### src/logic/irPkg.sv
package irPkg;

  // Datapath widths
  localparam int adWidth       = 36;
  localparam int irWidth       = 13;
  localparam int opWidth       = 9;
  localparam int acWidth       = 4;
  localparam int modeWidth     = 2;
  localparam int magicWidth    = 2;
  localparam int normWidth     = 3;
  localparam int diagWidth     = 6;

  // Dispatch word fields, MSB first: A, B, parity, J
  localparam int aWidth        = 3;
  localparam int bWidth        = 3;
  localparam int jWidth        = 8;
  localparam int aPos          = 0;
  localparam int bPos          = aPos + aWidth;
  localparam int parityPos     = bPos + bWidth;
  localparam int jPos          = parityPos + 1;
  localparam int dramWidth     = jPos + jWidth;

  localparam int dramAddrWidth = 9;
  localparam int dramDepth     = 1 << dramAddrWidth;

  // JRST is opcode 254 octal
  localparam logic [0:opWidth-1] jrstOpcode = 9'o254;

  // Diagnostic readout selects, one per 6-bit word
  typedef enum logic [2:0] {
    diagNormAddrHi = 3'd0,
    diagAddrLo     = 3'd1,
    diagModeAc     = 3'd2,
    diagAB         = 3'd3,
    diagTestJ      = 3'd4,
    diagParity     = 3'd5,
    diagStatus     = 3'd6,
    diagIr         = 3'd7
  } diagSelE;

  // Role of each B field bit in the skip/jump test
  typedef enum logic [1:0] {
    condInvert    = 2'd0,
    condEqual     = 2'd1,
    condMagnitude = 2'd2
  } testCondE;

endpackage

### src/logic/adStatusIf.sv
`timescale 1ns/10ps

// Adder word status
interface adStatusIf
  import irPkg::*;
();

  logic                 adZero;
  logic                 adSign;
  logic                 adCarry;
  logic [0:normWidth-1] normCode;

  modport source(output adZero, adSign, adCarry, normCode);
  modport sink(input adZero, adSign, adCarry, normCode);

endinterface

### src/logic/adCondition.sv
`timescale 1ns/10ps

module adCondition
  import irPkg::*;
(
  input  logic               CON,
  input  logic               reset,
  input  logic               adStrobe,
  input  logic [0:adWidth-1] adData,
  input  logic               adCarryIn,
  output logic               adValid,
  adStatusIf.source          status
);

  logic [0:adWidth-1]   adWord;
  logic                 adCarry;
  logic [0:normWidth-1] normCode;

  always_ff @(posedge CON) begin
    if (reset) begin
      adWord  <= '0;
      adCarry <= 1'b0;
      adValid <= 1'b0;
    end else begin
      adValid <= adStrobe;
      if (adStrobe) begin
        adWord  <= adData;
        adCarry <= adCarryIn;
      end
    end
  end

  // Normalize priority encoder, bit 0 is the sign
  always_comb begin
    if (adWord[0]) begin
      normCode = normWidth'(1);
    end else if (|adWord[1:6]) begin
      normCode = normWidth'(2);
    end else if (adWord[7]) begin
      normCode = normWidth'(3);
    end else if (adWord[8]) begin
      normCode = normWidth'(4);
    end else if (adWord[9]) begin
      normCode = normWidth'(5);
    end else if (adWord[10]) begin
      normCode = normWidth'(6);
    end else if (|adWord[11:adWidth-1]) begin
      normCode = normWidth'(7);
    end else begin
      normCode = '0;
    end
  end

  assign status.adZero   = ~|adWord;
  assign status.adSign   = adWord[0];
  assign status.adCarry  = adCarry;
  assign status.normCode = normCode;

endmodule

### src/flat_wrapper.sv
// flat-port wrapper written by rule: the top's interface ports become plain ports
module adCondition_flat import irPkg::*;
  (CON, reset, adStrobe, adData, adCarryIn, adValid, status_adZero, status_adSign, status_adCarry, status_normCode);
  adStatusIf status_i ();
  input  logic CON;
  input  logic reset;
  input  logic adStrobe;
  input  logic [0:adWidth-1] adData;
  input  logic adCarryIn;
  output logic adValid;
  output wire logic [$bits(status_i.adZero)-1:0] status_adZero;
  output wire logic [$bits(status_i.adSign)-1:0] status_adSign;
  output wire logic [$bits(status_i.adCarry)-1:0] status_adCarry;
  output wire logic [$bits(status_i.normCode)-1:0] status_normCode;
  assign status_adZero = status_i.adZero;
  assign status_adSign = status_i.adSign;
  assign status_adCarry = status_i.adCarry;
  assign status_normCode = status_i.normCode;
  adCondition u_core (.CON(CON), .reset(reset), .adStrobe(adStrobe), .adData(adData), .adCarryIn(adCarryIn), .adValid(adValid), .status(status_i));
endmodule
### config.mk
export PLATFORM = sky130hd
export DESIGN_NAME = adCondition_flat
export DESIGN_NICKNAME = d
export VERILOG_FILES = /design/src/logic/irPkg.sv /design/src/logic/adStatusIf.sv /design/src/logic/adCondition.sv /design/src/flat_wrapper.sv
export SDC_FILE = /design/constraint.sdc
export NUM_CORES = 1
export LEC_CHECK = 0
export ABC_AREA = 1
export BUFFER_PORTS_ARGS = -buffer_cell sky130_fd_sc_hd__clkbuf_2
export CAP_MARGIN = 25
export CORE_ASPECT_RATIO = 0.8
export CORE_MARGIN = 5
export CORE_UTILIZATION = 47
export DETAILED_ROUTE_END_ITERATION = 7
export PLACE_DENSITY = 0.85
export RECOVER_POWER = 50
export SLEW_MARGIN = 10
export SYNTH_ARGS = -nofsm -noshare
export SYNTH_HDL_FRONTEND = slang
export SYNTH_SLANG_ARGS = --single-unit
### constraint.sdc
create_clock -name CON -period 1 [get_ports CON]
set_input_delay 0 -clock CON [delete_from_list [all_inputs] [get_ports CON]]
set_output_delay 0 -clock CON [all_outputs]
set_load 0.01 [all_outputs]
==> impl_metrics.yaml <==
placement:
  port-buffer-count: 46
  placed_cell_count: 293
  finalWeightedCongestion: 0.739
  hpwl_um: 2330
  detailedPlace.worstSlack_ns: -0.121
run:
  max_cap_viol_count: 0
sta:
  maxSlewViolCount: 0
  report.final.hold_viol_count: 0
  grt_setup_unrepaired: "true"
  min_period_over_period_pct: 151
  maximum_clock_skew_at_final_layout_ns: 0
  worst_max_slew_pin_slew_ns: 0.757
  max_clk_rate_mhz: 664
  worst_slack_ns: -0.506
  timing.final.setup_violations: 4
  final_critical_path_required_period_ns: 1.51
  slew_headroom_pct: 49.5
worst_setup_path:
  setup.worst_path.end_class: "primary output"
  worst_path_most_repeated_cell: "nand2_1"
  cp.buffers_inverters: 1
  worst_flop_to_flop_path_startpoint: "u_core.adWord[23]$_SDFFE_PP0P_"
  max_stage_delay_ns: 0.32
  cp-startpoint: "u_core.adWord[19]$_SDFFE_PP0P_"
  crit-reg2reg-capture: "u_core.adWord[23]$_SDFFE_PP0P_"
  criticalPathCategory: "reg -> out"
  critical_path_arrival_ns: 1.51
  worstPathRequired_ns: 1.00
  worst-path-max-fanout: 2
  crit_family: "simple AND/OR/NAND/NOR gates"
  worstSetupStartpointType: "flop"
  worstPathCellList: "nor2_1 > nand3_1 > nor3_2 > nand2_1 > nand2_1 > nand2_1 > nand2_1 > a21oi_1 > clkbuf_2"
  reg2reg_slack_ns: 0.22
  rr_worst_depth: 3
  crit_slowest_cell: "dfxtp_2"
global_routing:
  gr-total-overflow: 0
  initial_antenna_violation_count: 0
  grt_pass1_vias: 1549
  global_route_wire_length_before_repair_um: 6770
  grt_max_degree: 39
  total_global_routing_track_utilization_pct: 20.2
cts:
  h-tree-depth: 2
  tritoncts_num_sinks: 38
  clk_pin_slew_ns: 0.07
  cts_inserted_buffers: 5
  tritoncts: "built"
  clock_latency_ns: 0.29
  clock_path_buffers: 2
  cts-root-buf: "clkbuf_8"
  post_cts_setup_buffer_count: 0
finish:
  synthToLayoutAreaGrowth_pct: 50.8
  drive_gt1_share_pct: 29.1
  final_core_utilization_pct: 74.7
  num-nets-final: 336
  n_antenna_cell: 0
  seqCellArea_um2: 762
  multi_input_area_um2: 673
  filler_cell_count: 225
  post_layout_nonfiller_instances: 336
die:
  row_count: 18
  dieArea_um2: 4560
  chipWidth_um: 74.2
  core_area_um2: 3130
  top_level_ports: 47
  die_height_um: 61.4
  initial_core_util_pct: 49.6
synthesis:
  netlist_area_um2: 1550
  synth.top_cell.area_share_pct: 49.0
  post_synth_edffs: 0
  post_synth_main_area_contributors: "dfxtp_1 49%, nand2_1 14%, a211oi_2 8.1%, a21oi_1 7.7%, nor2_1 7.7%"
  netlist_top_cells_count: "57 x nand2_1, 38 x dfxtp_1, 32 x nor2_1"
  syn-mean-instance-area_um2: 7.61
  ys.flop_type: "dfxtp_1"
  netlist.top_cell.by_area: "dfxtp_1"
  unique_masters_post_synth: 16
  synth_nets: 244
  ffs_latches_synth: 38
  async_flop_share_pct: 0
  synth_seq_area_share_pct: 49.0
  synth.most_common_cell: "nand2_1"
  yosysWarnings: 0
  netlist_instances: 204
power:
  lkg_pwr_nw: 1.07
  design_power_total_mw: 3.25
  power.density_cell_area_nw_per_um2: 1390
  max-vdd-ir-drop_v: 0.00127
drt:
  drc_errors: 0
  routedWlPerCell_um: 11.9
  route.antenna.remaining_nets: 0
  first_pass_iters: 4
  wirelength_um: 3980
  via_count: 1597
  drt-initial-drc-count: 87
  detail_route.vias_per_cell: 4.75
min_path:
  min_delay_worst_endpoint: "u_core.adWord[10]$_SDFFE_PP0P_"
  worstHoldPathCells: 3
  worst_hold_path_type: "in -> reg"
  worstHoldStart: "adData[10]"
outcome:
  failed_checks: "setup timing"
  run_status: "finished, violations left"
-- layout make-up --
cell class,count,share of cell area [%]
flip-flops and latches,38,32.6
multi-input cells,136,28.8
clock inverters,2,0.428
repair buffers,96,30.1
inverters,19,3.05
clock buffers,5,2.94
well taps,40,2.14
-- worst max-delay path by stage --
stage | depth (start not counted) | end | slack [ns]
6_report | 9 | status_normCode[0] | -0.51
5_1_grt | 9 | status_normCode[0] | -0.61
4_1_cts | 9 | status_normCode[0] | -0.46
3_5_place_dp | 7 | status_normCode[1] | -0.12
3_3_place_gp | 7 | status_normCode[1] | -0.1
2_1_floorplan | 10 | status_normCode[0] | 0.07
-- cell families (layout without fill, tap and decap cells) --
| group | after synthesis | in the layout | share of synthesized area, % |
|---|---|---|---|
| AO/OA/AOI/OAI | 40 | 40 | 18.5 |
| flip-flops | 38 | 38 | 49.0 |
| buffers and inverters | 30 | 122 | 8.06 |
| AND/OR/NAND/NOR | 96 | 96 | 24.4 |
-- layer usage --
metal  track usage [%]  vias to the layer above  part of all wire [%]
met4              8.88                        0                   2.8
met3              7.34                       11                   6.7
met1              23.7                      704                    43
li1                  -                      830                     -
met2              33.8                       52                    48
met5                 0                        -                     0
-- sequential cells by signal, indices dropped and copies added, names as in the netlist --
name / cells
u_core.adValid: 1
u_core.status.adCarry: 1
u_core.adWord: 36
-- report_power, final --
part | switching [mW] | internal (mW) | total (mW) | leakage, nW
Combinational | 0.287 | 0.319 | 0.605 | 0.716
Clock | 0.522 | 0.467 | 0.990 | 0.0438
Sequential | 0.0441 | 1.61 | 1.65 | 0.315
Total | 0.853 | 2.39 | 3.25 | 1.07
-- worst min-delay path, delay by kind of cell --
family	cells	cell delay, ns
and+or+nand+nor	1	0.05
buffers and inverters	1	0.09
AOI/OAI and AO/OA	1	0.12
-- what timing repair did --
item	4_1_cts	5_1_grt
hold buffers	36	0
resized for setup	0	4
endpoints found under the setup margin	4	4
hold endpoints to repair	36	0
pin swaps	1	4
-- layout by cell type (no fill, tap or decap), types with 10 or more instances in the layout --
master / n
nand2_1: 57
clkbuf_2: 45
dfxtp_1: 37
dlygate4sd3_1: 36
nor2_1: 32
a21oi_1: 23
inv_1: 14
buf_4: 12
a211oi_2: 10
-- metrics by stage --
step	instance area [um2]	hold WS (ns)	TNS [ns]
after CTS	2350	0.00372	-1.75
after floorplan	1550	0.140	0
after detailed placement	1910	0.241	-0.374
after global routing	2340	0.0000419	-2.27
after global placement	1910	0.238	-0.301
final	2340	0.0149	-1.84
Note: power is estimated with default switching activity, not from simulation.
