==> src/logic/irPkg.sv <==
package irPkg;

  // Datapath widths
  localparam int adWidth       = 36;
  localparam int irWidth       = 13;
  localparam int opWidth       = 9;
  localparam int acWidth       = 4;
  localparam int modeWidth     = 2;
  localparam int magicWidth    = 2;
  localparam int normWidth     = 3;
  localparam int diagWidth     = 6;

  // Dispatch word fields, MSB first: A, B, parity, J
  localparam int aWidth        = 3;
  localparam int bWidth        = 3;
  localparam int jWidth        = 8;
  localparam int aPos          = 0;
  localparam int bPos          = aPos + aWidth;
  localparam int parityPos     = bPos + bWidth;
  localparam int jPos          = parityPos + 1;
  localparam int dramWidth     = jPos + jWidth;

  localparam int dramAddrWidth = 9;
  localparam int dramDepth     = 1 << dramAddrWidth;

  // JRST is opcode 254 octal
  localparam logic [0:opWidth-1] jrstOpcode = 9'o254;

  // Diagnostic readout selects, one per 6-bit word
  typedef enum logic [2:0] {
    diagNormAddrHi = 3'd0,
    diagAddrLo     = 3'd1,
    diagModeAc     = 3'd2,
    diagAB         = 3'd3,
    diagTestJ      = 3'd4,
    diagParity     = 3'd5,
    diagStatus     = 3'd6,
    diagIr         = 3'd7
  } diagSelE;

  // Role of each B field bit in the skip/jump test
  typedef enum logic [1:0] {
    condInvert    = 2'd0,
    condEqual     = 2'd1,
    condMagnitude = 2'd2
  } testCondE;

endpackage

==> src/logic/dispatchIf.sv <==
`timescale 1ns/10ps

// Latched instruction and dispatch fields
interface dispatchIf
  import irPkg::*;
();

  logic [0:irWidth-1]       ir;
  logic [0:acWidth-1]       irAc;
  logic [0:dramAddrWidth-1] dramAddr;
  logic [0:aWidth-1]        dramA;
  logic [0:bWidth-1]        dramB;
  logic                     dramParity;
  logic [0:jWidth-1]        dramJ;
  logic                     jrst0;
  logic                     ioEnable;
  logic                     acEnable;

  modport source(output ir, irAc, dramAddr, dramA, dramB, dramParity, dramJ, jrst0,
                        ioEnable, acEnable);
  modport sink(input ir, irAc, dramAddr, dramA, dramB, dramParity, dramJ, jrst0,
                     ioEnable, acEnable);

endinterface

==> src/logic/adStatusIf.sv <==
`timescale 1ns/10ps

// Adder word status
interface adStatusIf
  import irPkg::*;
();

  logic                 adZero;
  logic                 adSign;
  logic                 adCarry;
  logic [0:normWidth-1] normCode;

  modport source(output adZero, adSign, adCarry, normCode);
  modport sink(input adZero, adSign, adCarry, normCode);

endinterface

==> src/logic/diagSelect.sv <==
`timescale 1ns/10ps

module diagSelect
  import irPkg::*;
(
  input  logic                  CON,
  input  logic                  reset,
  dispatchIf.sink               dispatch,
  adStatusIf.sink               status,
  input  logic [magicWidth-1:0] magic,
  input  logic                  diagRead,
  input  diagSelE               diagFunc,
  output logic                  testSatisfied,
  output logic                  parityOk,
  output logic                  diagDriving,
  output logic [0:diagWidth-1]  diagData
);

  logic                 testNow;
  logic                 parityNow;
  logic                 ioLegal;
  logic                 acZero;
  logic [0:diagWidth-1] diagWord;

  // EQ, GT, LT and carry terms, sense flipped by the invert bit
  assign testNow = |{dispatch.dramB[condEqual] & status.adZero,
                     dispatch.dramB[condMagnitude] & magic[1] & ~status.adSign & ~status.adZero,
                     dispatch.dramB[condMagnitude] & magic[0] & status.adSign,
                     (magic[1] ^ magic[0]) & status.adCarry}
                   ^ dispatch.dramB[condInvert];

  // Odd parity over the whole dispatch word
  assign parityNow = ^{dispatch.dramA, dispatch.dramB, dispatch.dramParity, dispatch.dramJ};

  assign ioLegal = &dispatch.ir[3:6];
  assign acZero  = dispatch.ir[opWidth +: acWidth] == '0;

  always_comb begin
    diagWord = '0;
    case (diagFunc)
      diagNormAddrHi: diagWord = {status.normCode, dispatch.dramAddr[0:2]};
      diagAddrLo:     diagWord = dispatch.dramAddr[3:8];
      diagModeAc:     diagWord = {dispatch.ioEnable, dispatch.acEnable, dispatch.irAc};
      diagAB:         diagWord = {dispatch.dramA, dispatch.dramB};
      diagTestJ:      diagWord = {testNow, dispatch.jrst0, dispatch.dramJ[1:4]};
      diagParity:     diagWord = {dispatch.dramParity, parityNow,
                                  dispatch.dramJ[jWidth-acWidth +: acWidth]};
      diagStatus:     diagWord = {status.adZero, ioLegal, status.adSign, status.adCarry,
                                  acZero, 1'b0};
      diagIr:         diagWord = dispatch.ir[0:diagWidth-1];
      default:        diagWord = '0;
    endcase
  end

  always_ff @(posedge CON) begin
    if (reset) begin
      testSatisfied <= 1'b0;
      parityOk      <= 1'b0;
      diagDriving   <= 1'b0;
      diagData      <= '0;
    end else begin
      testSatisfied <= testNow;
      parityOk      <= parityNow;
      diagDriving   <= diagRead;
      // Bus is quiet unless a read was requested
      diagData      <= diagRead ? diagWord : '0;
    end
  end

endmodule

==> src/flat_wrapper.sv <==
// flat-port wrapper written by rule: the top's interface ports become plain ports
module diagSelect_flat import irPkg::*;
  (CON, reset, magic, diagRead, diagFunc, testSatisfied, parityOk, diagDriving, diagData, dispatch_ir, dispatch_irAc, dispatch_dramAddr, dispatch_dramA, dispatch_dramB, dispatch_dramParity, dispatch_dramJ, dispatch_jrst0, dispatch_ioEnable, dispatch_acEnable, status_adZero, status_adSign, status_adCarry, status_normCode);
  dispatchIf dispatch_i ();
  adStatusIf status_i ();
  input  logic CON;
  input  logic reset;
  input  logic [magicWidth-1:0] magic;
  input  logic diagRead;
  input  diagSelE diagFunc;
  output logic testSatisfied;
  output logic parityOk;
  output logic diagDriving;
  output logic [0:diagWidth-1] diagData;
  input wire logic [$bits(dispatch_i.ir)-1:0] dispatch_ir;
  input wire logic [$bits(dispatch_i.irAc)-1:0] dispatch_irAc;
  input wire logic [$bits(dispatch_i.dramAddr)-1:0] dispatch_dramAddr;
  input wire logic [$bits(dispatch_i.dramA)-1:0] dispatch_dramA;
  input wire logic [$bits(dispatch_i.dramB)-1:0] dispatch_dramB;
  input wire logic [$bits(dispatch_i.dramParity)-1:0] dispatch_dramParity;
  input wire logic [$bits(dispatch_i.dramJ)-1:0] dispatch_dramJ;
  input wire logic [$bits(dispatch_i.jrst0)-1:0] dispatch_jrst0;
  input wire logic [$bits(dispatch_i.ioEnable)-1:0] dispatch_ioEnable;
  input wire logic [$bits(dispatch_i.acEnable)-1:0] dispatch_acEnable;
  input wire logic [$bits(status_i.adZero)-1:0] status_adZero;
  input wire logic [$bits(status_i.adSign)-1:0] status_adSign;
  input wire logic [$bits(status_i.adCarry)-1:0] status_adCarry;
  input wire logic [$bits(status_i.normCode)-1:0] status_normCode;
  assign dispatch_i.ir = dispatch_ir;
  assign dispatch_i.irAc = dispatch_irAc;
  assign dispatch_i.dramAddr = dispatch_dramAddr;
  assign dispatch_i.dramA = dispatch_dramA;
  assign dispatch_i.dramB = dispatch_dramB;
  assign dispatch_i.dramParity = dispatch_dramParity;
  assign dispatch_i.dramJ = dispatch_dramJ;
  assign dispatch_i.jrst0 = dispatch_jrst0;
  assign dispatch_i.ioEnable = dispatch_ioEnable;
  assign dispatch_i.acEnable = dispatch_acEnable;
  assign status_i.adZero = status_adZero;
  assign status_i.adSign = status_adSign;
  assign status_i.adCarry = status_adCarry;
  assign status_i.normCode = status_normCode;
  diagSelect u_core (.CON(CON), .reset(reset), .dispatch(dispatch_i), .status(status_i), .magic(magic), .diagRead(diagRead), .diagFunc(diagFunc), .testSatisfied(testSatisfied), .parityOk(parityOk), .diagDriving(diagDriving), .diagData(diagData));
endmodule
==> config.mk <==
export PLATFORM = sky130hd
export DESIGN_NAME = diagSelect_flat
export DESIGN_NICKNAME = d
export VERILOG_FILES = /design/src/logic/irPkg.sv /design/src/logic/dispatchIf.sv /design/src/logic/adStatusIf.sv /design/src/logic/diagSelect.sv /design/src/flat_wrapper.sv
export SDC_FILE = /design/constraint.sdc
export NUM_CORES = 1
export LEC_CHECK = 0
export BUFFER_PORTS_ARGS = -buffer_cell sky130_fd_sc_hd__buf_2
export CAP_MARGIN = 20
export CORE_AREA = 2 2 53 55
export CTS_CLUSTER_DIAMETER = 120
export DETAILED_ROUTE_END_ITERATION = 10
export DIE_AREA = 0 0 55 57
export PLACE_DENSITY_LB_ADDON = 0.12
export SETUP_SLACK_MARGIN = 0.2
export SLEW_MARGIN = 5
export SYNTH_ARGS = -nofsm -noshare
export SYNTH_HDL_FRONTEND = slang
export SYNTH_SLANG_ARGS = --single-unit
==> constraint.sdc <==
create_clock -name CON -period 1.3 [get_ports CON]
set_input_delay 0.195 -clock CON [delete_from_list [all_inputs] [get_ports CON]]
set_output_delay 0.195 -clock CON [all_outputs]
set_load 0.005 [all_outputs]
==> results.md <==
- Result of the run: finished, final reports clean
- #FFs+latches synth: 9
- Initial standard-cell utilization of the core: 0.3287
- Wire length of the first global-routing pass: 4119 um
- Count of antenna diodes in the layout: 0
- Dominant combinational cell family by area after synthesis: compound AO/OA/AOI/OAI gates
- Total setup violations reported at the end of the flow: 0
- Critical path, cell by cell: buf_2, mux2_4, a22o_1, a222oi_1, a21oi_1
- CTS Hold Buffers Added: 0
- Clock period minus final worst setup slack: 1085 ps
- Total Nets Final: 245
- Post-DR wirelength/cell: 11.63 um
- Register area share after synthesis: 0.2096
- Post-synthesis area per instance: 7.410 um^2
- Clock tree from TritonCTS: done
- Total length of routed wires: 2524 um
- DRC marker count from the first detailed-route iteration: 16
- Worst path bufs/invs: 1
- Static Leakage: 0.6242 nW
- Detail-routed via count per cell: 4.885
- Boundary Pins: 67
- Final period util: 0.8348
- Library cell with the largest summed area after synthesis: dfxtp_1
- Post-route ant nets: 0
- Post-Place Cells: 213
- Max-capacitance violation count: 0
- Number of cells upsized or downsized after cts: 0
- Number of buffer cells added on primary ports: 64
- Adder and majority gate portion of the synthesized area: 0
- Hold Violations, Final: 0
- Unrepaired setup endpoints after global routing: no
- HPWL after detailed placement: 2165 um
- Max Freq: 921.4 MHz
- Met1 layer usage reported by global route: 0.2262
- Die extent in x: 55 um
- Count of unique library cells instantiated by Yosys: 35
- Std-Cell Core Area: 2615 um^2
- Share of final-layout standard cells stronger than drive strength 1: 0.4247
- Met3 capacity usage during global routing: 0.01309
- Power density of the placed cells: 727.2 nW/um^2
- Synthesized-area fraction occupied by ao, oa, aoi and oai cells: 0.2766
- CP max stage delay: 310 ps
- Largest net degree at the start of global routing: 18
- Global-route usage over all layers: 0.1756
- Synthesized-area fraction occupied by and/or/nand/nor cells: 0.2183
- Inserted Clock Buffers: 3
- Maximum level of the CTS H-tree: 1
- Met2 track demand over resource in global routing: 0.2942
- Total standard cell area after synthesis: 859.6 um^2
- Die Y: 57 um
- Top post-synthesis cells by area: dfxtp_1 21%, xnor2_1 11%, o21ai_0 6.4%
- Site Rows: 19
- Worst slew pin tran: 368.7 ps
- Pre-Repair DR Iteration Count: 4
- Crit Path Class: input pin to flop
- Vias after detailed routing: 1060
- Worst rel slew slack: 0.7537
- Crit-path leading delay family: compound AO/OA/AOI/OAI gates
- Share of the synthesized netlist area taken by xor and xnor gates: 0.1426
- Gr busiest metal: met2
- WP data required: 1430 ps
- Die Footprint: 3135 um^2
- Initial antenna violation count: 0
- Leading register cell type out of synthesis: dfxtp_1
- Crit path DAT: 1210 ps
- Clock Tree Root: clkbuf_4
- Number of enable-type register cells in the synthesized netlist: 0
- Net Count, Synth: 174
- Drc violations: 0
- # Post-CTS Setup Buffers: 0
- Final GP Congestion: 0.8434
- Portion of synthesized cell area occupied by the leading cell type: 0.2096
- Fin. max-slew vios: 0
- Number of non-filler instances in the completed layout: 217
- Multiplexer share of the synthesized area: 0.07715
- Kind of end point of the critical path: flop
- Crit path max fanout: 6
- Kind of launch point of the worst setup path: input pin
- Reg clk slew, reported paths: 60 ps
- Post-Synthesis Cells: 116
- Library cell contributing the largest single delay on the critical path: mux2_4
- Layout overhead on the synthesized area: 47.74%
- Total grt overflow: 0
- Maximum vdd drop: 0.5255 mV
- Setup WS post-layout: 214.7 ps
- Max clock buf depth: 2
- Setup slack after placement: -31.63 ps
- Total of warnings raised by yosys: 0
- Class of the most critical hold timing path: input pin to flop
- Setup TNS: 0 ps
- Via count of the first global-routing pass: 1034
- Async set-reset flop share out of synthesis: 0
- Sink count of the clock tree: 9
==> layout by cell type, fill, tap and decap left out <==
cell type and instances:
nor4_1 1, mux2_4 1, o22ai_1 2, nor2_1 10
o21ai_1 1, dfxtp_1 9, nor2b_1 6, inv_1 6
a222oi_1 1, o22a_1 1, mux2_2 1, xnor2_1 11
buf_6 1, nand3b_1 1, a221oi_1 2, clkbuf_4 3
a22oi_1 2, o21a_1 1, clkbuf_1 1, o2bb2ai_1 1
nand4_1 2, nand2_1 9, buf_4 7, nand2b_1 1
inv_2 1, buf_2 64, a22o_1 3, o211ai_1 1
o21ai_0 10, a31oi_1 1, a211oi_1 1, o2bb2ai_2 1
a21oi_1 8, nor3b_1 2, mux2i_1 4, and2_1 1
xor2_1 3, nand3_1 5
==> routing by layer <==
metal / wire length, um / up-vias / part of all wire
met5: 0 / - / 0
met4: 22 / 0 / 0.0087
met3: 206 / 4 / 0.082
met2: 1194 / 49 / 0.47
met1: 1101 / 456 / 0.44
li1: - / 551 / -
==> where the power goes <==
part | internal, mW | switching, mW
combinational | 0.215 | 0.193
clock | 0.118 | 0.0881
sequential | 0.305 | 0.00549
total | 0.637 | 0.286
==> synthesized netlist by cell type (all sizes together), types with 2 or more instances <==
master,n
o2bb2ai,2
inv,7
xor2,3
mux2,2
o22ai,2
a221oi,2
nor2,10
xnor2,11
a22oi,2
nor3b,2
nor2b,6
nand3,5
dfxtp,9
buf,6
o21ai,11
a21oi,8
a22o,3
mux2i,4
nand4,2
nand2,9
==> path summary, 6_finish.rpt <==
kind         from                    to  slack (ps)  cells past startpoint
min         reset  u_core.testSatisfied         140                      2
max   diagFunc[2]    u_core.diagData[0]         210                      5
==> per-stage QoR <==
step | instance area [um^2] | hold slack, ps | power (mW) | util
finish | 1270 | 142.0 | 0.9235 | 0.4856
global route | 1270 | 134.2 | 1.011 | 0.4856
CTS | 1266 | 132.9 | 0.9379 | 0.4842
detailed placement | 1240 | 406.4 | 0.7269 | 0.4742
global placement | 1240 | 399.1 | 0.7206 | 0.4742
floorplan | 859.6 | 267.4 | 0.5539 | -
==> logic make-up (layout without fill, tap and decap cells) <==
logic type,after synthesis,in the layout
flip-flops,9,9
buffers and inverters,13,83
AO/OA/AOI/OAI,36,36
AND/OR/NAND/NOR,38,38
multiplexers,6,6
XOR/XNOR,14,14
==> sequential cells by signal, summed over array words and instances (netlist names) <==
| name | flops |
|---|---|
| u_core.diagData | 6 |
| u_core.diagDriving | 1 |
| u_core.parityOk | 1 |
| u_core.testSatisfied | 1 |
==> layout make-up <==
type,instances,area (um^2)
multi-input cells,94,614.3
clock buffers,4,26.28
inverters,7,26.28
repair buffers,72,384.1
fillers,299,1345
well taps,31,38.79
flip-flops and latches,9,180.2
Power figures use the tool's default switching activity.
