==> src/logic/irPkg.sv <==
package irPkg;

  // Datapath widths
  localparam int adWidth       = 36;
  localparam int irWidth       = 13;
  localparam int opWidth       = 9;
  localparam int acWidth       = 4;
  localparam int modeWidth     = 2;
  localparam int magicWidth    = 2;
  localparam int normWidth     = 3;
  localparam int diagWidth     = 6;

  // Dispatch word fields, MSB first: A, B, parity, J
  localparam int aWidth        = 3;
  localparam int bWidth        = 3;
  localparam int jWidth        = 8;
  localparam int aPos          = 0;
  localparam int bPos          = aPos + aWidth;
  localparam int parityPos     = bPos + bWidth;
  localparam int jPos          = parityPos + 1;
  localparam int dramWidth     = jPos + jWidth;

  localparam int dramAddrWidth = 9;
  localparam int dramDepth     = 1 << dramAddrWidth;

  // JRST is opcode 254 octal
  localparam logic [0:opWidth-1] jrstOpcode = 9'o254;

  // Diagnostic readout selects, one per 6-bit word
  typedef enum logic [2:0] {
    diagNormAddrHi = 3'd0,
    diagAddrLo     = 3'd1,
    diagModeAc     = 3'd2,
    diagAB         = 3'd3,
    diagTestJ      = 3'd4,
    diagParity     = 3'd5,
    diagStatus     = 3'd6,
    diagIr         = 3'd7
  } diagSelE;

  // Role of each B field bit in the skip/jump test
  typedef enum logic [1:0] {
    condInvert    = 2'd0,
    condEqual     = 2'd1,
    condMagnitude = 2'd2
  } testCondE;

endpackage

==> src/logic/dispatchIf.sv <==
`timescale 1ns/10ps

// Latched instruction and dispatch fields
interface dispatchIf
  import irPkg::*;
();

  logic [0:irWidth-1]       ir;
  logic [0:acWidth-1]       irAc;
  logic [0:dramAddrWidth-1] dramAddr;
  logic [0:aWidth-1]        dramA;
  logic [0:bWidth-1]        dramB;
  logic                     dramParity;
  logic [0:jWidth-1]        dramJ;
  logic                     jrst0;
  logic                     ioEnable;
  logic                     acEnable;

  modport source(output ir, irAc, dramAddr, dramA, dramB, dramParity, dramJ, jrst0,
                        ioEnable, acEnable);
  modport sink(input ir, irAc, dramAddr, dramA, dramB, dramParity, dramJ, jrst0,
                     ioEnable, acEnable);

endinterface

==> src/logic/instrLatch.sv <==
`timescale 1ns/10ps

module instrLatch
  import irPkg::*;
(
  input  logic                     CON,
  input  logic                     reset,
  input  logic                     loadIr,
  input  logic                     mbXfer,
  input  logic [0:adWidth-1]       adData,
  input  logic [0:adWidth-1]       cacheData,
  input  logic                     modeWrite,
  input  logic [modeWidth-1:0]     modeData,
  input  logic                     loadDram,
  output logic [0:dramAddrWidth-1] ramReadAddr,
  input  logic [0:dramWidth-1]     ramReadData,
  output logic                     dramValid,
  dispatchIf.source                dispatch
);

  logic [0:irWidth-1]       ir;
  logic [0:acWidth-1]       irAc;
  logic                     ioEnable;
  logic                     acEnable;
  logic [0:dramAddrWidth-1] dramAddr;
  logic [0:dramAddrWidth-1] nextAddr;
  logic                     isJrst;
  logic                     isIo;
  logic                     ioAllOnes;
  logic [0:jWidth-1]        wordJ;
  logic [0:aWidth-1]        dramA;
  logic [0:bWidth-1]        dramB;
  logic                     dramParity;
  logic [0:jWidth-1]        dramJ;
  // Stage 1 is address latched, stage 2 is RAM data ready
  logic                     addrValid;
  logic                     readValid;
  logic                     jrstAddr;
  logic                     jrstRead;
  logic [0:acWidth-1]       acAddr;
  logic [0:acWidth-1]       acRead;

  assign isJrst    = ir[0:opWidth-1] == jrstOpcode;
  assign isIo      = (&ir[0:2]) & ioEnable;
  assign ioAllOnes = &ir[3:6];

  // 7xx I/O instructions dispatch on device bits instead of opcode bits 3-8
  always_comb begin
    nextAddr[0:2] = ir[0:2];
    if (isIo) begin
      nextAddr[3:5] = ir[7:9] | {3{ioAllOnes}};
      nextAddr[6:8] = ir[10:12];
    end else begin
      nextAddr[3:8] = ir[3:8];
    end
  end

  always_ff @(posedge CON) begin
    if (reset) begin
      ir       <= '0;
      irAc     <= '0;
      ioEnable <= 1'b0;
      acEnable <= 1'b0;
    end else begin
      if (loadIr) begin
        ir   <= mbXfer ? adData[0:irWidth-1] : cacheData[0:irWidth-1];
        irAc <= acEnable ? ir[opWidth +: acWidth] : '0;
      end
      if (modeWrite) begin
        ioEnable <= modeData[1];
        acEnable <= modeData[0];
      end
    end
  end

  // JRST puts its AC field in the low J nibble
  assign wordJ = jrstRead ? {ramReadData[jPos +: jWidth-acWidth], acRead}
                          : ramReadData[jPos +: jWidth];

  always_ff @(posedge CON) begin
    if (reset) begin
      addrValid  <= 1'b0;
      readValid  <= 1'b0;
      dramValid  <= 1'b0;
      jrstAddr   <= 1'b0;
      jrstRead   <= 1'b0;
      acAddr     <= '0;
      acRead     <= '0;
      dramAddr   <= '0;
      dramA      <= '0;
      dramB      <= '0;
      dramParity <= 1'b0;
      dramJ      <= '0;
    end else begin
      addrValid <= loadDram;
      readValid <= addrValid;
      dramValid <= readValid;
      jrstRead  <= jrstAddr;
      acRead    <= acAddr;
      if (loadDram) begin
        dramAddr <= nextAddr;
        jrstAddr <= isJrst;
        acAddr   <= ir[opWidth +: acWidth];
      end
      if (readValid) begin
        dramA      <= ramReadData[aPos +: aWidth];
        dramB      <= ramReadData[bPos +: bWidth];
        dramParity <= ramReadData[parityPos];
        dramJ      <= wordJ;
      end
    end
  end

  assign ramReadAddr = dramAddr;

  assign dispatch.ir         = ir;
  assign dispatch.irAc       = irAc;
  assign dispatch.dramAddr   = dramAddr;
  assign dispatch.dramA      = dramA;
  assign dispatch.dramB      = dramB;
  assign dispatch.dramParity = dramParity;
  assign dispatch.dramJ      = dramJ;
  assign dispatch.jrst0      = isJrst & (ir[opWidth +: acWidth] == '0);
  assign dispatch.ioEnable   = ioEnable;
  assign dispatch.acEnable   = acEnable;

endmodule

==> src/flat_wrapper.sv <==
// flat-port wrapper written by rule: the top's interface ports become plain ports
module instrLatch_flat import irPkg::*;
  (CON, reset, loadIr, mbXfer, adData, cacheData, modeWrite, modeData, loadDram, ramReadAddr, ramReadData, dramValid, dispatch_ir, dispatch_irAc, dispatch_dramAddr, dispatch_dramA, dispatch_dramB, dispatch_dramParity, dispatch_dramJ, dispatch_jrst0, dispatch_ioEnable, dispatch_acEnable);
  dispatchIf dispatch_i ();
  input  logic CON;
  input  logic reset;
  input  logic loadIr;
  input  logic mbXfer;
  input  logic [0:adWidth-1] adData;
  input  logic [0:adWidth-1] cacheData;
  input  logic modeWrite;
  input  logic [modeWidth-1:0] modeData;
  input  logic loadDram;
  output logic [0:dramAddrWidth-1] ramReadAddr;
  input  logic [0:dramWidth-1] ramReadData;
  output logic dramValid;
  output wire logic [$bits(dispatch_i.ir)-1:0] dispatch_ir;
  output wire logic [$bits(dispatch_i.irAc)-1:0] dispatch_irAc;
  output wire logic [$bits(dispatch_i.dramAddr)-1:0] dispatch_dramAddr;
  output wire logic [$bits(dispatch_i.dramA)-1:0] dispatch_dramA;
  output wire logic [$bits(dispatch_i.dramB)-1:0] dispatch_dramB;
  output wire logic [$bits(dispatch_i.dramParity)-1:0] dispatch_dramParity;
  output wire logic [$bits(dispatch_i.dramJ)-1:0] dispatch_dramJ;
  output wire logic [$bits(dispatch_i.jrst0)-1:0] dispatch_jrst0;
  output wire logic [$bits(dispatch_i.ioEnable)-1:0] dispatch_ioEnable;
  output wire logic [$bits(dispatch_i.acEnable)-1:0] dispatch_acEnable;
  assign dispatch_ir = dispatch_i.ir;
  assign dispatch_irAc = dispatch_i.irAc;
  assign dispatch_dramAddr = dispatch_i.dramAddr;
  assign dispatch_dramA = dispatch_i.dramA;
  assign dispatch_dramB = dispatch_i.dramB;
  assign dispatch_dramParity = dispatch_i.dramParity;
  assign dispatch_dramJ = dispatch_i.dramJ;
  assign dispatch_jrst0 = dispatch_i.jrst0;
  assign dispatch_ioEnable = dispatch_i.ioEnable;
  assign dispatch_acEnable = dispatch_i.acEnable;
  instrLatch u_core (.CON(CON), .reset(reset), .loadIr(loadIr), .mbXfer(mbXfer), .adData(adData), .cacheData(cacheData), .modeWrite(modeWrite), .modeData(modeData), .loadDram(loadDram), .ramReadAddr(ramReadAddr), .ramReadData(ramReadData), .dramValid(dramValid), .dispatch(dispatch_i));
endmodule
==> config.mk <==
export PLATFORM = sky130hd
export DESIGN_NAME = instrLatch_flat
export DESIGN_NICKNAME = d
export VERILOG_FILES = /design/src/logic/irPkg.sv /design/src/logic/dispatchIf.sv /design/src/logic/instrLatch.sv /design/src/flat_wrapper.sv
export SDC_FILE = /design/constraint.sdc
export NUM_CORES = 1
export LEC_CHECK = 0
export BUFFER_PORTS_ARGS = -buffer_cell sky130_fd_sc_hd__clkbuf_2
export CAP_MARGIN = 20
export CORE_MARGIN = 5
export CORE_UTILIZATION = 40
export CTS_CLUSTER_SIZE = 40
export DETAILED_ROUTE_END_ITERATION = 10
export PLACE_DENSITY = 0.83
export RECOVER_POWER = 100
export SLEW_MARGIN = 15
export SYNTH_ARGS = -nofsm -noshare
export SYNTH_HDL_FRONTEND = slang
export SYNTH_SLANG_ARGS = --single-unit
==> constraint.sdc <==
create_clock -name CON -period 2.1 [get_ports CON]
set_clock_uncertainty 0.1 [all_clocks]
set_input_delay 0.315 -clock CON [delete_from_list [all_inputs] [get_ports CON]]
set_output_delay 0.315 -clock CON [all_outputs]
set_load 0.005 [all_outputs]
==> impl_metrics.toml, run 1 <==
[clocking]
post_cts_buffers = 0
clkTransAtPathRegs_ns = 0.09
cts_tree = "built"
cts_hold_buffers = 0
cts_root_buffer = "clkbuf_8"
htreeDepth = 2
cts_resized = 0
worstSkewPairLatency_ns = 0.30
cts.sinks = 56
clock_tree.buffer_depth = 2
cts_made_buffers = 5

[setup_path]
regToRegSetupSlack_ns = 0.65
cp_top_family = "buffers and inverters"
cp_slowest_cell = "clkbuf_1"
worstPathCellList = "clkbuf_1 -> buf_4 -> a211oi_1"
cpPeakStageDelay_ns = 1.12
crit_buf_inv = 2
arrival_ns = 1.90
startpoint_type = "input pin"
path_max_fanout = 38
end_kind = "flip-flop"
crit_type = "in2reg"
worst_ep_required_time_ns = 2.17

[synth]
syn_area_mm2 = 0.00225
synthesis.instances = 231
synth.distinct_cells = 24
async_flop_share_pct = 0
syn_area_per_cell_um2 = 9.76
yosys_most_used_dff = "dfxtp_1"
synth_nets = 326
yosysWarnings = 0
synth-seq-cells = 56
ys_seq_area_share_pct = 49.8
synth-edff-count = 0

[detailed_routing]
wl_per_cell_um = 13.2
vias_per_cell = 4.82
dr.pass1.iters = 4
drt_iter0_drc = 53
vias = 1872
wirelength_um = 5120
ant_nets = 0
drc = 0

[placement]
place_ws_ns = 0.558
port_buffers = 102
hpwl_um = 3990
gp_congestion = 0.785
placed_cell_area_mm2 = 0.00271

[global_routing]
use_met3_pct = 4.37
grt_max_degree = 39
grt_util_met1_pct = 17.9
grt_usage_pct = 14.2
first_global_vias = 1793
gr-total-overflow = 0
busiest_layer = "met2"
grt_first_pass_wirelength_um = 8450
antenna_found_initial = 0
use_met2_pct = 22.9

[sta]
hold_viol_final = 0
worstMarginPinSlew_ns = 1.58
finalCriticalPeriod_ns = 1.82
fin_crit_sh_pct = 86.8
setup_ws_ns = 0.277
final-setup-viol-count = 0
clock.fmax_mhz = 549
slew_violations = 39
fin_setup_tns_ns = 0
slew_headroom_pct = -5.55
rsz0062_at_grt = "false"

[die]
start_util_pct = 40.9
core_mm2 = 0.00551
die_y_um = 85.1
ios = 149
rows = 27
die_w_um = 85.1
dieArea_mm2 = 0.00723

[outcome]
violations = "max-capacitance violations, max-slew violations"
status = "finished, violations left"

[final_layout]
nets = 410
area_delta_synth_final_pct = 24.5
fin_area_mm2 = 0.00281
antenna_cells = 0
drive_gt1_share_pct = 28.8
fillers = 516

[power]
power_density_mw_per_mm2 = 764
peakVddDrop_uv = 352
p_leak_nw = 1.24

[hold_path]
min_path_type = "in2reg"

[job]
maxCapViolCount = 1
[synth_stat cells (2+ instances only)]
master | instances | area share, %
nand3_1 | 4 | 0.89
dfxtp_1 | 56 | 50
buf_1 | 4 | 0.67
nor4_1 | 3 | 0.83
buf_4 | 12 | 4.0
a311oi_1 | 4 | 1.6
nor2b_1 | 8 | 2.2
nor2_1 | 44 | 7.3
nand2_1 | 8 | 1.3
buf_2 | 8 | 1.8
mux2i_1 | 38 | 17
a211oi_1 | 18 | 6.0
nand2b_1 | 4 | 1.1
and4_1 | 2 | 0.78
clkbuf_1 | 4 | 0.67
a21oi_1 | 6 | 1.3
[worst min-delay path, cell delays in order]
cell and delay, ns:
clkbuf_2 0.07, mux2i_1 0.05, nor2_1 0.07
[power breakdown]
part / switching [mW] / internal, mW
clock network: 0.320 / 0.421
logic: 0.119 / 0.121
registers: 0.0493 / 1.11
total: 0.488 / 1.65
[layout make-up]
class | count | area [um2] | share of cell area [%]
Multi-Input combinational cell | 145 | 957 | 34.1
Timing Repair Buffer | 106 | 507 | 18.1
Tap cell | 72 | 90.1 | 3.21
Clock inverter | 1 | 30.0 | 1.07
Inverter | 1 | 3.75 | 0.134
Sequential cell | 56 | 1120 | 40.0
Clock buffer | 7 | 96.3 | 3.43
[kinds of logic (layout without fill, tap and decap cells)]
kind of cell	Yosys count	in the layout	share of synthesized area [%]
AO/OA/AOI/OAI	30	30	9.77
buffers and inverters	30	115	7.77
flip-flops	56	56	49.8
multiplexers	38	38	16.9
AND/OR/NAND/NOR	77	77	15.8
[layer usage]
metal	wire, um	vias up
li1	-	964
met1	2200	815
met2	2370	87
met3	490	6
met4	60	0
met5	0	-
[registers in the layout, indices dropped and copies added (netlist names), 3 cells and up]
signal                    cells
u_core.dispatch.ir           13
u_core.dispatch.dramAddr      9
u_core.dispatch.dramJ         8
u_core.acAddr                 4
u_core.acRead                 4
u_core.dispatch.irAc          4
u_core.dispatch.dramA         3
u_core.dispatch.dramB         3
[worst paths after layout]
path                                 endpoint  depth (start not counted)                   from
hold / removal       u_core.dispatch.dramJ[2]                          3         ramReadData[9]
setup / recovery     u_core.dispatch.dramJ[5]                          3                  reset
setup reg to reg  u_core.dispatch.dramAddr[5]                          3  u_core.dispatch.ir[0]
hold reg to reg              u_core.readValid                          1       u_core.addrValid
[cells in the final DEF (no fill, tap or decap), drive strengths merged]
cell type / netlist / final
nand2b: 4 / 4
buf: 25 / 3
and3: 1 / 1
o21ai: 1 / 1
nor4: 3 / 3
bufinv: 0 / 1
nor3: 1 / 1
nand4: 2 / 2
nand3: 4 / 4
and4: 2 / 2
a21oi: 6 / 6
clkbuf: 4 / 110
nor2: 44 / 44
a2111oi: 1 / 1
a211oi: 18 / 18
inv: 1 / 1
mux2i: 38 / 38
nand2: 8 / 8
dfxtp: 56 / 56
a311oi: 4 / 4
nor2b: 8 / 8
[through the flow]
step                      util, %  power, mW  std cells  hold slack [ns]
after global placement       49.3       1.43        380            0.318
after global routing         50.9       2.26        388            0.155
after floorplan                 -       1.33        231            0.314
after CTS                    51.6       2.19        388            0.146
after detailed placement     49.3       1.44        380            0.334
final                        50.9       2.14        388            0.153
No activity file was read; power rests on OpenSTA's default activity.
==> inputs of run 2 (changes only) <==
--- a/config.mk
+++ b/config.mk
@@ -5,13 +5,14 @@
 export SDC_FILE = /design/constraint.sdc
 export NUM_CORES = 1
 export LEC_CHECK = 0
-export BUFFER_PORTS_ARGS = -buffer_cell sky130_fd_sc_hd__clkbuf_2
 export CAP_MARGIN = 20
+export CORE_ASPECT_RATIO = 1.25
 export CORE_MARGIN = 5
 export CORE_UTILIZATION = 40
 export CTS_CLUSTER_SIZE = 40
 export DETAILED_ROUTE_END_ITERATION = 10
-export PLACE_DENSITY = 0.83
+export DONT_BUFFER_PORTS = 1
+export PLACE_DENSITY = 0.6
 export RECOVER_POWER = 100
 export SLEW_MARGIN = 15
 export SYNTH_ARGS = -nofsm -noshare
==> run 2 against run 1 <==
Against the previous run:
- the flow now finishes without violations
- final cell count fell by 28%
- via count fell by 20%
- flip-flop and latch count did not move
- sequential power barely moved
- die area rose by 0.13%
- setup slack improved by 0.021 ns
- global-route usage fell by 0.94 points
- total power fell by 8.4%
- critical path type is now reg2out
- utilization fell by 8.9 points
==> impl_metrics.toml, run 2 (synthesis results as in run 1) <==
[setup_path]
crit_type = "reg2out"
path_max_fanout = 6
end_kind = "primary output"
arrival_ns = 1.39
worst_ep_required_time_ns = 1.68
startpoint_type = "flip-flop"

[placement]
placed_cell_area_mm2 = 0.00218
hpwl_um = 3420
port_buffers = 0
gp_congestion = 0.671

[power]
p_leak_nw = 0.861
power.switching_uw = 442
power_density_mw_per_mm2 = 858
clkPwrFrac_pct = 33.5
combPwrFrac_pct = 6.9
switching_share_pct = 22.5
peakVddDrop_uv = 349
power.internal_mw = 1.52
seqPwrFrac_pct = 59.6

[clocking]
worstSkewPairLatency_ns = 0.30
cts_made_buffers = 5
cts.sinks = 56
htreeDepth = 2
cts_resized = 0
cts_root_buffer = "clkbuf_8"
clkTransAtPathRegs_ns = 0.08
clock_tree.buffer_depth = 2
cts_tree = "built"

[hold_path]
min_path_type = "in2reg"

[detailed_routing]
dr.pass1.iters = 4
vias = 1500
wirelength_um = 4880
drc = 0
ant_nets = 0
wl_per_cell_um = 17.6
vias_per_cell = 5.40
drt_iter0_drc = 87

[global_routing]
grt_usage_pct = 13.3
first_global_vias = 1424
gr-total-overflow = 0
antenna_found_initial = 0
grt_max_degree = 57
grt_first_pass_wirelength_um = 7760

[final_layout]
fillers = 559
largest_reg_flops = 13
final_common_cell = "dfxtp_1"
top_register = "u_core.dispatch.ir"
mostFrequentLayoutCells = "dfxtp_1, nor2_1, mux2i_1"
fin_area_mm2 = 0.00229
antenna_cells = 0
area_delta_synth_final_pct = 1.55
nets = 310
top_regs = "u_core.dispatch.ir x13, u_core.dispatch.dramAddr x9, u_core.dispatch.dramJ x8"
drive_gt1_share_pct = 3.74

[sta]
slew_headroom_pct = 25.5
slew_violations = 0
clock.fmax_mhz = 555
rsz0062_at_grt = "false"
fin_setup_tns_ns = 0
final-setup-viol-count = 0
worstMarginPinSlew_ns = 1.12
finalCriticalPeriod_ns = 1.80
fin_crit_sh_pct = 85.8
hold_viol_final = 0

[die]
rows = 30
dieArea_mm2 = 0.00724
core_mm2 = 0.00544
die_y_um = 93.9
start_util_pct = 41.4
die_w_um = 77.1
ios = 149

[outcome]
status = "finished clean"

[job]
maxCapViolCount = 0
## run 2: cell types whose count changed in the layout (fill, tap and decap cells not counted), sizes merged
cell	before	now
dlygate4sd3	0	2
buf	3	1
clkbuf	110	8
## run 2: routing by layer
metal	global-route usage, %	vias to the layer above	wire length (um)
li1	-	750	-
met2	21.2	63	2260
met3	4.89	4	438
met1	16.5	683	2120
met5	0	-	0
met4	4.30	0	63
## run 2: power groups by stage
stage	Sequential, mW	Combinational (mW)	Clock [mW]
2_1_floorplan	1.18	0.150	0
3_3_place_gp	1.20	0.113	0
3_5_place_dp	1.20	0.116	0
4_1_cts	1.17	0.141	0.685
5_1_grt	1.18	0.154	0.745
6_report	1.17	0.135	0.657
## run 2: path summary, 6_finish.rpt
path	startpoint	endpoint	slack, ns	cells after the start
max	u_core.dispatch.ir[11]	dispatch_jrst0	0.30	2
min	loadIr	u_core.dispatch.ir[12]	0.02	1
max reg2reg	u_core.dispatch.ir[2]	u_core.dispatch.dramAddr[5]	0.50	3
min reg2reg	u_core.jrstAddr	u_core.jrstAddr	0.36	2
## run 2: timing repair
item,CTS,global route
setup endpoints to repair,0,0
hold buffers,2,1
endpoints found under the hold margin,56,2
buffers inserted,0,0
## run 2: area by class of cell
type / count / area (um2) / area share (%)
clock buffer: 5 / 68.8 / 3.01
sequential: 56 / 1120 / 49.0
multi-input combinational: 145 / 945 / 41.3
tap: 64 / 80.1 / 3.50
timing repair buffer: 6 / 40.0 / 1.75
clock inverter: 1 / 30.0 / 1.31
inverter: 1 / 3.75 / 0.164
## run 2: through the flow
stage,setup WS (ns),total power [mW],instances,hold WS [ns],utilization [%]
floorplan,0.815,1.33,231,0.314,-
global placement,0.591,1.31,269,0.291,40.1
detailed placement,0.622,1.31,269,0.294,40.1
CTS,0.278,2.00,277,0.00381,42.5
global route,0.199,2.08,278,0.00276,42.0
finish,0.298,1.96,278,0.0184,42.0
## run 2: critical path, cell delays in order (launching register included)
cell	delay (ns)
dfxtp_1	0.41
nor4_1	0.38
and4_1	0.30
==> inputs of run 3 (changes only) <==
--- a/config.mk
+++ b/config.mk
@@ -6,7 +6,7 @@
 export NUM_CORES = 1
 export LEC_CHECK = 0
 export CAP_MARGIN = 20
-export CORE_ASPECT_RATIO = 1.25
+export CORE_ASPECT_RATIO = 1.2
 export CORE_MARGIN = 5
 export CORE_UTILIZATION = 40
 export CTS_CLUSTER_SIZE = 40
==> run 3 against run 2 <==
Against the previous run:
- utilization fell by 0.92 points
- count of clock-buffer cells in the layout rose by 1
- total power fell by 3.5%
- combinational power fell by 6%
- via count rose by 2.1%
- critical path depth did not move
- largest cell class unchanged
- worst hold slack got worse by 0.0025 ns
- fmax rose by 2.5%
==> impl_metrics.toml, run 3 (synthesis results as in run 1) <==
[setup_path]
regToRegSetupSlack_ns = 0.46
r2r_end = "u_core.dispatch.dramAddr[5]"
worst-path-stages = 2
crit_buf_inv = 0
arrival_ns = 1.34
cp_top_family = "simple AND/OR/NAND/NOR gates"
cpPeakStageDelay_ns = 0.38
path_max_fanout = 5
crit_type = "reg2out"
rr_worst_depth = 3
cp-startpoint = "u_core.dispatch.ir[8]"
startpoint_type = "flip-flop"
cp_slowest_cell = "dfxtp_1"
end_kind = "primary output"
worstPathCellList = "nor4_1 -> and4_1"
crit_end = "dispatch_jrst0"
worstReg2RegStart = "u_core.dispatch.ir[2]"
worst_ep_required_time_ns = 1.68

[sta]
finalCriticalPeriod_ns = 1.76
worstMarginPinSlew_ns = 1.10
whs_ns = 0.0159
slew_headroom_pct = 26.8
fin_crit_sh_pct = 83.7
clock.fmax_mhz = 569
final-setup-viol-count = 0
rsz0062_at_grt = "false"
fin_setup_tns_ns = 0
hold_viol_final = 0
slew_violations = 0

[detailed_routing]
wl_per_cell_um = 16.9
vias = 1531
drc = 0
dr.pass1.iters = 4
drt_iter0_drc = 34
vias_per_cell = 5.49
ant_nets = 0
wirelength_um = 4730

[final_layout]
top_register = "u_core.dispatch.ir"
drive_gt1_share_pct = 4.65
fillers = 571
final_cell_count_no_fill = 279
antenna_cells = 0
area_delta_synth_final_pct = 1.39
largest_reg_flops = 13
mostFrequentLayoutCells = "dfxtp_1, nor2_1, mux2i_1"
final_common_cell = "dfxtp_1"
nets = 309
top_regs = "u_core.dispatch.ir x13, u_core.dispatch.dramAddr x9, u_core.dispatch.dramJ x8"

[outcome]
status = "finished clean"

[power]
power_density_mw_per_mm2 = 829
peakVddDrop_uv = 319
p_leak_nw = 0.864

[clocking]
cts_root_buffer = "clkbuf_8"
htreeDepth = 2
cts_made_buffers = 5
post_cts_buffers = 0
clkTransAtPathRegs_ns = 0.09
clock_tree.buffer_depth = 2
cts.sinks = 56
worstSkewPairLatency_ns = 0.30
cts_tree = "built"

[hold_path]
min_path_type = "in2reg"
hold_start = "loadDram"

[die]
rows = 30
ios = 149
core_mm2 = 0.00556
die_y_um = 92.2
die_w_um = 78.5
start_util_pct = 40.6
dieArea_mm2 = 0.00724

[placement]
gp_congestion = 0.765
hpwl_um = 3250
port_buffers = 0
dp_cells = 267

[global_routing]
gr-total-overflow = 0
antenna_found_initial = 0
grt_first_pass_wirelength_um = 7220
first_global_vias = 1364
grt_max_degree = 57
grt_usage_pct = 12.8

[job]
maxCapViolCount = 0
==> run 3: through the flow <==
stage	power, mW	util (%)	setup WS, ns	instance area (um2)
finish	1.89	41.1	0.342	2280
global route	1.98	41.1	0.306	2280
CTS	1.93	41.4	0.334	2300
detailed placement	1.31	39.1	0.651	2170
global placement	1.30	39.1	0.685	2170
floorplan	1.33	-	0.815	2250
==> run 3: worst min path at each step <==
stage | cells past startpoint | end | slack (ns)
floorplan | 1 | u_core.readValid | 0.31
global placement | 1 | u_core.addrValid | 0.29
detailed placement | 1 | u_core.addrValid | 0.29
CTS | 1 | u_core.dispatch.dramAddr[8] | 0.004
global route | 1 | u_core.dispatch.dramAddr[6] | 0.0008
finish | 1 | u_core.dispatch.dramAddr[7] | 0.02
==> run 3: power breakdown <==
group	internal [mW]	leakage (nW)	total, mW	switching, mW
logic	0.0659	0.354	0.127	0.0615
registers	1.11	0.459	1.17	0.0623
clock network	0.264	0.0510	0.591	0.328
total	1.44	0.864	1.89	0.451
==> run 3: repair_timing <==
action | 4_1_cts | 5_1_grt
endpoints found under the hold margin | 56 | 1
gates resized for setup | 0 | 0
hold buffers | 3 | 1
==> run 3: cell type report <==
type                       instances  area (um2)  share of cell area, %
multi-input combinational        145         945                   41.3
tap                               64        80.1                   3.50
sequential                        56        1120                   49.1
timing repair buffer               5        42.5                   1.86
clock inverter                     2        10.0                  0.438
clock buffer                       6        82.6                   3.61
inverter                           1        3.75                  0.164
==> run 3: metal layers <==
layer / wire length [um] / vias to the layer above / share of wire, % / GRT usage, %
met5: 0 / - / 0 / 0
met4: 44 / 0 / 0.93 / 3.94
met3: 517 / 6 / 11 / 6.09
met2: 2260 / 72 / 48 / 20.8
met1: 1900 / 699 / 40 / 14.8
li1: - / 754 / - / -
==> run 3: worst reg2reg max path, stage by stage (launching register included) <==
cell       delay (ns)
dfxtp_1          0.50
nand4_1          0.31
a2111oi_0        0.49
nor4_1           0.10
